## config.mk

```make
export PLATFORM = sky130hd
export DESIGN_NAME = dcache_ctrl_flat
export DESIGN_NICKNAME = d
export VERILOG_FILES = /design/src/rtl/dcache_pkg.sv /design/src/rtl/dcache_if.sv /design/src/rtl/dcache_ctrl.sv /design/src/flat_wrapper.sv
export SDC_FILE = /design/constraint.sdc
export NUM_CORES = 1
export LEC_CHECK = 0
export ABC_CLOCK_PERIOD_IN_PS = 3430
export BUFFER_PORTS_ARGS = -buffer_cell sky130_fd_sc_hd__buf_2
export CORE_MARGIN = 2
export CORE_UTILIZATION = 35
export DETAILED_ROUTE_END_ITERATION = 7
export HOLD_SLACK_MARGIN = 0.1
export PLACE_DENSITY = 0.82
export SETUP_SLACK_MARGIN = 0.3
export SLEW_MARGIN = 20
export SYNTH_ARGS = -nofsm -noshare
export SYNTH_HDL_FRONTEND = slang
export SYNTH_SLANG_ARGS = --single-unit
```

## constraint.sdc

```tcl
create_clock -name clk -period 3.43 [get_ports clk]
set_input_delay 0.5145 -clock clk [delete_from_list [all_inputs] [get_ports clk]]
set_output_delay 0.5145 -clock clk [all_outputs]
set_load 0.01 [all_outputs]
```

## src/rtl/dcache_pkg.sv

```systemverilog
`default_nettype none

package dcache_pkg;

    ////////////////////////////////////////////////////////////////////////////
    // cache geometry
    ////////////////////////////////////////////////////////////////////////////

    localparam int num_lines = 256;
    localparam int line_w    = 128;
    localparam int word_w    = 32;

    // address fields, msb to lsb: tag, index, word offset, byte offset.
    localparam int tag_w      = 20;
    localparam int index_w    = 8;
    localparam int offset_w   = 2;
    localparam int byte_off_w = 2;
    localparam int addr_w     = tag_w + index_w + offset_w + byte_off_w;

    ////////////////////////////////////////////////////////////////////////////
    // encodings
    ////////////////////////////////////////////////////////////////////////////

    // risc-v load and store major opcodes.
    typedef enum logic [6:0] {
        op_none  = 7'b0000000,
        op_load  = 7'b0000011,
        op_store = 7'b0100011
    } opcode_e;

    typedef enum logic [2:0] {
        st_idle,
        st_wback,
        st_fill,
        st_replay,
        st_flush_scan,
        st_flush_wback,
        st_flush_clear
    } ctrl_state_e;

endpackage

`default_nettype wire

```

## src/rtl/dcache_if.sv

```systemverilog
`timescale 1ns/1ps
`default_nettype none

// one request from the lookup stage to the data stage.
interface stage_if import dcache_pkg::*; ();
    logic                vld;
    opcode_e             op;
    logic [index_w-1:0]  index;
    logic [offset_w-1:0] offset;
    logic [word_w-1:0]   wdata;
    logic                hit;
    logic                miss;
    logic [tag_w-1:0]    tag;
    logic                dirty;
    logic [tag_w-1:0]    stored_tag;

    modport producer (output vld, op, index, offset, wdata, hit, miss, tag, dirty, stored_tag);
    modport consumer (input vld, op, index, offset, wdata, hit);
    // the controller only watches the miss and the line state.
    modport monitor (input miss, index, tag, dirty, stored_tag);
endinterface

// array updates and pipeline control from the controller.
interface fill_if import dcache_pkg::*; ();
    logic               stall;
    logic               index_sel;
    logic [index_w-1:0] walk_index;
    logic               tag_wr;
    logic               line_wr;
    logic               dirty_clr;
    logic               inval_all;
    logic               replay;

    modport driver (output stall, index_sel, walk_index, tag_wr, line_wr, dirty_clr,
                    inval_all, replay);
    modport array (input stall, index_sel, walk_index, tag_wr, line_wr, dirty_clr,
                   inval_all, replay);
endinterface

`default_nettype wire

```

## src/rtl/dcache_ctrl.sv

```systemverilog
`timescale 1ns/1ps
`default_nettype none

module dcache_ctrl import dcache_pkg::*; (
    input  logic              clk,
    input  logic              rst,
    input  logic              flush,
    stage_if.monitor          stage,
    fill_if.driver            fill,
    output logic              mem_rd,
    output logic              mem_wr,
    output logic [addr_w-1:0] mem_addr,
    input  logic              mem_ack,
    output logic              busy,
    output logic              flush_done
);

    ctrl_state_e        state;
    ctrl_state_e        state_nxt;
    logic [index_w-1:0] walk;
    logic               walk_last;
    logic               walk_step;
    logic [index_w-1:0] addr_index;
    logic [tag_w-1:0]   addr_tag;

    assign walk_last = (walk == index_w'(num_lines - 1));

    ////////////////////////////////////////////////////////////////////////////
    // state machine
    ////////////////////////////////////////////////////////////////////////////

    always_comb begin
        state_nxt = state;
        case (state)
            st_idle: begin
                if (stage.miss) begin
                    state_nxt = stage.dirty ? st_wback : st_fill;
                end else if (flush) begin
                    state_nxt = st_flush_scan;
                end
            end
            st_wback: begin
                if (mem_ack) state_nxt = st_fill;
            end
            st_fill: begin
                if (mem_ack) state_nxt = st_replay;
            end
            st_replay: state_nxt = st_idle;
            st_flush_scan: begin
                if (stage.dirty) begin
                    state_nxt = st_flush_wback;
                end else if (walk_last) begin
                    state_nxt = st_flush_clear;
                end
            end
            st_flush_wback: begin
                if (mem_ack) state_nxt = walk_last ? st_flush_clear : st_flush_scan;
            end
            st_flush_clear: state_nxt = st_idle;
            default: state_nxt = st_idle;
        endcase
    end

    always_ff @(posedge clk or negedge rst) begin
        if (!rst) begin
            state <= st_idle;
        end else begin
            state <= state_nxt;
        end
    end

    // walk counter wraps back to zero after the last index.
    assign walk_step = ((state == st_flush_scan) && !stage.dirty) ||
                       ((state == st_flush_wback) && mem_ack);

    always_ff @(posedge clk or negedge rst) begin
        if (!rst) begin
            walk <= '0;
        end else if (walk_step) begin
            walk <= walk + 1'b1;
        end
    end

    ////////////////////////////////////////////////////////////////////////////
    // outputs
    ////////////////////////////////////////////////////////////////////////////

    // busy rises with the miss itself, before the state moves.
    assign busy       = (state != st_idle) || stage.miss;
    assign mem_rd     = (state == st_fill);
    assign mem_wr     = (state == st_wback) || (state == st_flush_wback);
    assign flush_done = (state == st_flush_clear);

    assign fill.stall      = busy;
    assign fill.index_sel  = (state == st_flush_scan) || (state == st_flush_wback);
    assign fill.walk_index = walk;
    assign fill.tag_wr     = (state == st_fill) && mem_ack;
    assign fill.line_wr    = (state == st_fill) && mem_ack;
    assign fill.dirty_clr  = mem_ack && ((state == st_fill) || (state == st_flush_wback));
    assign fill.inval_all  = (state == st_flush_clear);
    assign fill.replay     = (state == st_replay);

    // write-backs use the stored tag, fills the request tag.
    assign addr_index = fill.index_sel ? walk : stage.index;
    assign addr_tag   = mem_wr ? stage.stored_tag : stage.tag;
    assign mem_addr   = {addr_tag, addr_index, {(offset_w + byte_off_w){1'b0}}};

endmodule

`default_nettype wire

```

## src/flat_wrapper.sv

```systemverilog
// flat-port wrapper written by rule: the top's interface ports become plain ports
module dcache_ctrl_flat import dcache_pkg::*;
  (clk, rst, flush, mem_rd, mem_wr, mem_addr, mem_ack, busy, flush_done, stage_miss, stage_index, stage_tag, stage_dirty, stage_stored_tag, fill_stall, fill_index_sel, fill_walk_index, fill_tag_wr, fill_line_wr, fill_dirty_clr, fill_inval_all, fill_replay);
  stage_if stage_i ();
  fill_if fill_i ();
  input  logic clk;
  input  logic rst;
  input  logic flush;
  output logic mem_rd;
  output logic mem_wr;
  output logic [addr_w-1:0] mem_addr;
  input  logic mem_ack;
  output logic busy;
  output logic flush_done;
  input wire logic [$bits(stage_i.miss)-1:0] stage_miss;
  input wire logic [$bits(stage_i.index)-1:0] stage_index;
  input wire logic [$bits(stage_i.tag)-1:0] stage_tag;
  input wire logic [$bits(stage_i.dirty)-1:0] stage_dirty;
  input wire logic [$bits(stage_i.stored_tag)-1:0] stage_stored_tag;
  output wire logic [$bits(fill_i.stall)-1:0] fill_stall;
  output wire logic [$bits(fill_i.index_sel)-1:0] fill_index_sel;
  output wire logic [$bits(fill_i.walk_index)-1:0] fill_walk_index;
  output wire logic [$bits(fill_i.tag_wr)-1:0] fill_tag_wr;
  output wire logic [$bits(fill_i.line_wr)-1:0] fill_line_wr;
  output wire logic [$bits(fill_i.dirty_clr)-1:0] fill_dirty_clr;
  output wire logic [$bits(fill_i.inval_all)-1:0] fill_inval_all;
  output wire logic [$bits(fill_i.replay)-1:0] fill_replay;
  assign stage_i.miss = stage_miss;
  assign stage_i.index = stage_index;
  assign stage_i.tag = stage_tag;
  assign stage_i.dirty = stage_dirty;
  assign stage_i.stored_tag = stage_stored_tag;
  assign fill_stall = fill_i.stall;
  assign fill_index_sel = fill_i.index_sel;
  assign fill_walk_index = fill_i.walk_index;
  assign fill_tag_wr = fill_i.tag_wr;
  assign fill_line_wr = fill_i.line_wr;
  assign fill_dirty_clr = fill_i.dirty_clr;
  assign fill_inval_all = fill_i.inval_all;
  assign fill_replay = fill_i.replay;
  dcache_ctrl u_core (.clk(clk), .rst(rst), .flush(flush), .stage(stage_i), .fill(fill_i), .mem_rd(mem_rd), .mem_wr(mem_wr), .mem_addr(mem_addr), .mem_ack(mem_ack), .busy(busy), .flush_done(flush_done));
endmodule
```

Yosys cells after proc, flatten, opt, wreduce, memory -nomap -nowiden
Index checks and enable logic that the tools add are counted.
- register bits: 11
- word-level logic and storage cells: 40
- reductions and logical operators: 13
- eq/ne operators: 12
- add/sub/neg operators: 1
- multiplexer cells: 12
- operators with widths (cell ; number):
    $mux 3 ; 7
    $mux 20 ; 1
    $pmux 3 s5 ; 1
    $eq 3x3->1 const B ; 3
    $add 8x1->8 const B ; 1
    $eq 8x8->1 const B ; 1
    $mux 8 ; 1
    $eq 3x2->1 const B ; 2
    $logic_or 1x1->1 ; 5
    $reduce_and 5->1 ; 1
    $logic_and 1x1->1 ; 4
    $mux 2 ; 2
    $ne 2x2->1 const B ; 2
    $eq 3x1->1 const B ; 1
    $logic_not 3->1 ; 1
    $ne 3x2->1 const B ; 1
    $ne 3x3->1 const B ; 1
    $reduce_bool 3->1 ; 1
    $ne 2x1->1 const B ; 1
    $logic_not 1->1 ; 1

Longest topological paths before layout
- word-level depth: 4
- depth in mapped cells: 6

Least setup slack after synthesis
No wires, ideal clock.
- path type: in2out
- start point: input port stage_miss
- end point: output port fill_stall
- data arrival time: 1345 ps
- stages: 3
- buffers on the path: 1
- data required time: 2915 ps
- slack: 1570 ps
- cells stage by stage: or2_2 -> or3_1 -> buf_4
- cells in the longest elaborated chain, start to end: 1
- ends and longest elaborated chain (item ; RTL line ; source):
    from (decl) ; flat_wrapper.sv:15 ; input wire logic [$bits(stage_i.miss)-1:0] stage_miss;
    $logic_or 1x1->1 ; dcache_ctrl.sv:89 ; assign busy = (state != st_idle) || stage.miss;
    to (decl) ; flat_wrapper.sv:20 ; output wire logic [$bits(fill_i.stall)-1:0] fill_stall;
No other way between the ends.

Final worst setup path
- start point: register u_core.state[1]
- end point: output port mem_addr[29]
- cells in the longest elaborated chain, start to end: 3
- elaborated cells between the ends (all ways): 4
- ends and longest elaborated chain (item ; RTL line ; source):
    from (decl) ; dcache_ctrl.sv:18 ; ctrl_state_e state;
    from (signal assigned) ; dcache_ctrl.sv:66 ; state <= st_idle;
    from (signal assigned) ; dcache_ctrl.sv:68 ; state <= state_nxt;
    $eq 3x1->1 or $eq 3x3->1 (tied branches) ; dcache_ctrl.sv:91 ; assign mem_wr = (state == st_wback) || (state == st_flush_wback);
    $logic_or 1x1->1 * ; dcache_ctrl.sv:91 ;
    $mux 20 * ; dcache_ctrl.sv:105 ; assign addr_tag = mem_wr ? stage.stored_tag : stage.tag;
    to (decl) ; flat_wrapper.sv:11 ; output logic [addr_w-1:0] mem_addr;
Mark *: on every way between the ends. The rest lies on a longest branch, timed or not.

==> flow_summary.ini <==
[critical_path]
worstPathArrival_ps = 2070
crit_path_start_kind = register
cp_max_fo = 22
required_ps = 2920
rrSetupSlack_ps = 1830
crit_type = reg2out
end_kind = output port

[place]
place.gp.congestion = 0.843
pre_cts_ws_ps = 1130
dp_hpwl_microns = 2430
io_buffers = 100

[routing]
vias = 1135
wl_per_cell_microns = 12.1
wl_met2_microns = 1490
drt_wl_total_microns = 2920
ant_nets = 0
dr.pass1.iters = 4
wl_met1_microns = 1230
viasPerCell = 4.71
drc = 0
dr_wl_met3_microns = 178
top_layer_used = met4
drtIter0Drc = 20

[yosys]
yosysSeqAreaShare = 0.280
synth_cell_type_count = 32
synth.area.top_cells = dfrtp_1 (28%), mux2_2 (24%), nand2_1 (11%), buf_4 (6.1%), xnor2_1 (5.3%)
yosysWarningCount = 0
async_flop_share = 1.00
synth_most_common_cell = nand2_1
yosysTopAreaCellShare = 0.280
syn_area_sq_um = 983
synth_seq_cells = 11
synthTopCellsByCount = nand2_1 (28), mux2_2 (21), dfrtp_1 (11)
synth_edf_count = 0
postSynthCellCount = 113
netlist.top_cell.by_area = dfrtp_1
synth.avg_cell_area_sq_um = 8.70
synth_top_flop_cell = dfrtp_1

[timing]
relSlewSlack = 0.388
setup_viol = 0
final.setup.worst_slack_ps = 849
grt_setup_unrepaired = no
fin_setup_tns_ps = 0
fin_skew_ps = 1.44
slew_violations = 0
finalCritPeriodShare = 0.753
finalHoldViolations = 0
worstMarginPinSlew_ps = 918
fmax_mhz = 387
min_period_ps = 2580

[floorplanning]
fp.dieH_microns = 57.0
fp.dieW_microns = 57.0
num_io_pins = 105
die_area_sq_um = 3250
rows = 19
start_util = 0.363
core-area_sq_um = 2710

[clock_tree]
cts_sinks = 11
clk_pin_slew_worst_paths_ps = 60
cts_buffers = 3
cts_hold_buf = 1
htreeDepth = 1
clk_path_buf_depth = 2
post_cts_resized = 0
clock_latency_ps = 260
clockRootBuffer = clkbuf_4
postCtsSetupRepairBufs = 0
cts_tree = built

[outcome]
status = complete, no violations

[layout]
final_util = 0.552
drive_above_1_share = 0.605
area_delta_synth_final_pct = 52.0
n_antenna_cell = 0
layout.nets = 266

[global_route]
antenna_found_initial = 0
grt_max_degree = 23
grt_util_all_layers = 0.172
grt_pass1_vias = 994
overflow = 0
grt_pass1_wl_microns = 4400

[power]
peakVddDrop_uv = 355
p_leak_nw = 0.870
powerDensity_nw_per_um2 = 653

[job]
cap_violations = 0

[hold_path]
min_path_type = reg2reg
==> worst paths after layout <==
kind                                            from                        end  cells after the start
setup / recovery                     u_core.state[1]               mem_addr[29]                      3
hold / removal             u_core.fill.walk_index[6]  u_core.fill.walk_index[6]                      1
setup reg to reg                     u_core.state[1]            u_core.state[1]                      2
hold reg to reg            u_core.fill.walk_index[6]  u_core.fill.walk_index[6]                      1
max in group asynchronous                        rst            u_core.state[1]                      2
min in group asynchronous                        rst  u_core.fill.walk_index[2]                      2
==> through the flow <==
step                total power (W)  instance area, sq um  hold slack (ps)  std cells
global route                0.00106                  1500              537        241
CTS                        0.000985                  1500              526        241
detailed placement         0.000895                  1460              387        236
finish                     0.000976                  1500              523        241
global placement           0.000891                  1460              389        236
floorplan                  0.000679                   995              219        116
==> cells in the final DEF (no fill, tap or decap) <==
cell type and n:
inv_1 2, dfrtp_1 11, and4_1 1, and2_1 1, ha_1 1, nand2b_1 1, mux2_2 21, o21ai_1 1
xor2_1 1, clkinv_1 1, nand2b_4 1, o21bai_1 1, nand2_1 28, dlygate4sd3_1 1, nor2_1 4, a21oi_1 2
or2_2 1, nand3_1 1, a311oi_1 1, xnor2_1 6, and2b_1 1, or3_1 1, clkbuf_1 1, nor2b_1 1
conb_1 4, o21ai_0 1, a21boi_0 1, and3b_1 2, buf_2 100, clkbuf_4 3, a31oi_1 1, nor3_4 1
nand4_1 4, and3_1 2
==> critical path, cell delays in order (launching register included) <==
cell	delay (ps)
dfrtp_1	470
nand2b_1	750
mux2_2	430
buf_2	140
==> kinds of logic (layout without fill, tap and decap cells) <==
kind of cell    count (synthesis)  count (layout)  share of synthesized area
simple gates                   50              50                      0.262
fa+ha+maj                       1               1                     0.0127
xor+xnor                        7               7                     0.0623
mux                            21              21                      0.240
other cells                     1               4                    0.00381
compound gates                  8               8                     0.0509
flops                          11              11                      0.280
buf+inv                        14             108                     0.0878
==> power breakdown <==
group | internal [W] | switching (W)
sequential | 0.000176 | 0.0000836
clock | 0.0000449 | 0.0000385
combinational | 0.000303 | 0.000329
total | 0.000525 | 0.000452
==> final cells by class <==
cell class	count	area [sq um]
fillers	267	1210
clock buffers	4	26.3
multi-input cells	91	633
flip-flops and latches	11	275
well taps	31	38.8
inverters	3	11.3
repair buffers	101	510
==> metal layers <==
metal	vias up	track usage
li1	567	-
met1	516	0.230
met5	-	0
met2	50	0.292
met4	0	0.0399
met3	2	0.0272
==> state kept, by name, summed over array words and instances, names as in the netlist <==
register	flops
u_core.state	3
u_core.fill.walk_index	8
No activity file was read; power rests on OpenSTA's default activity.
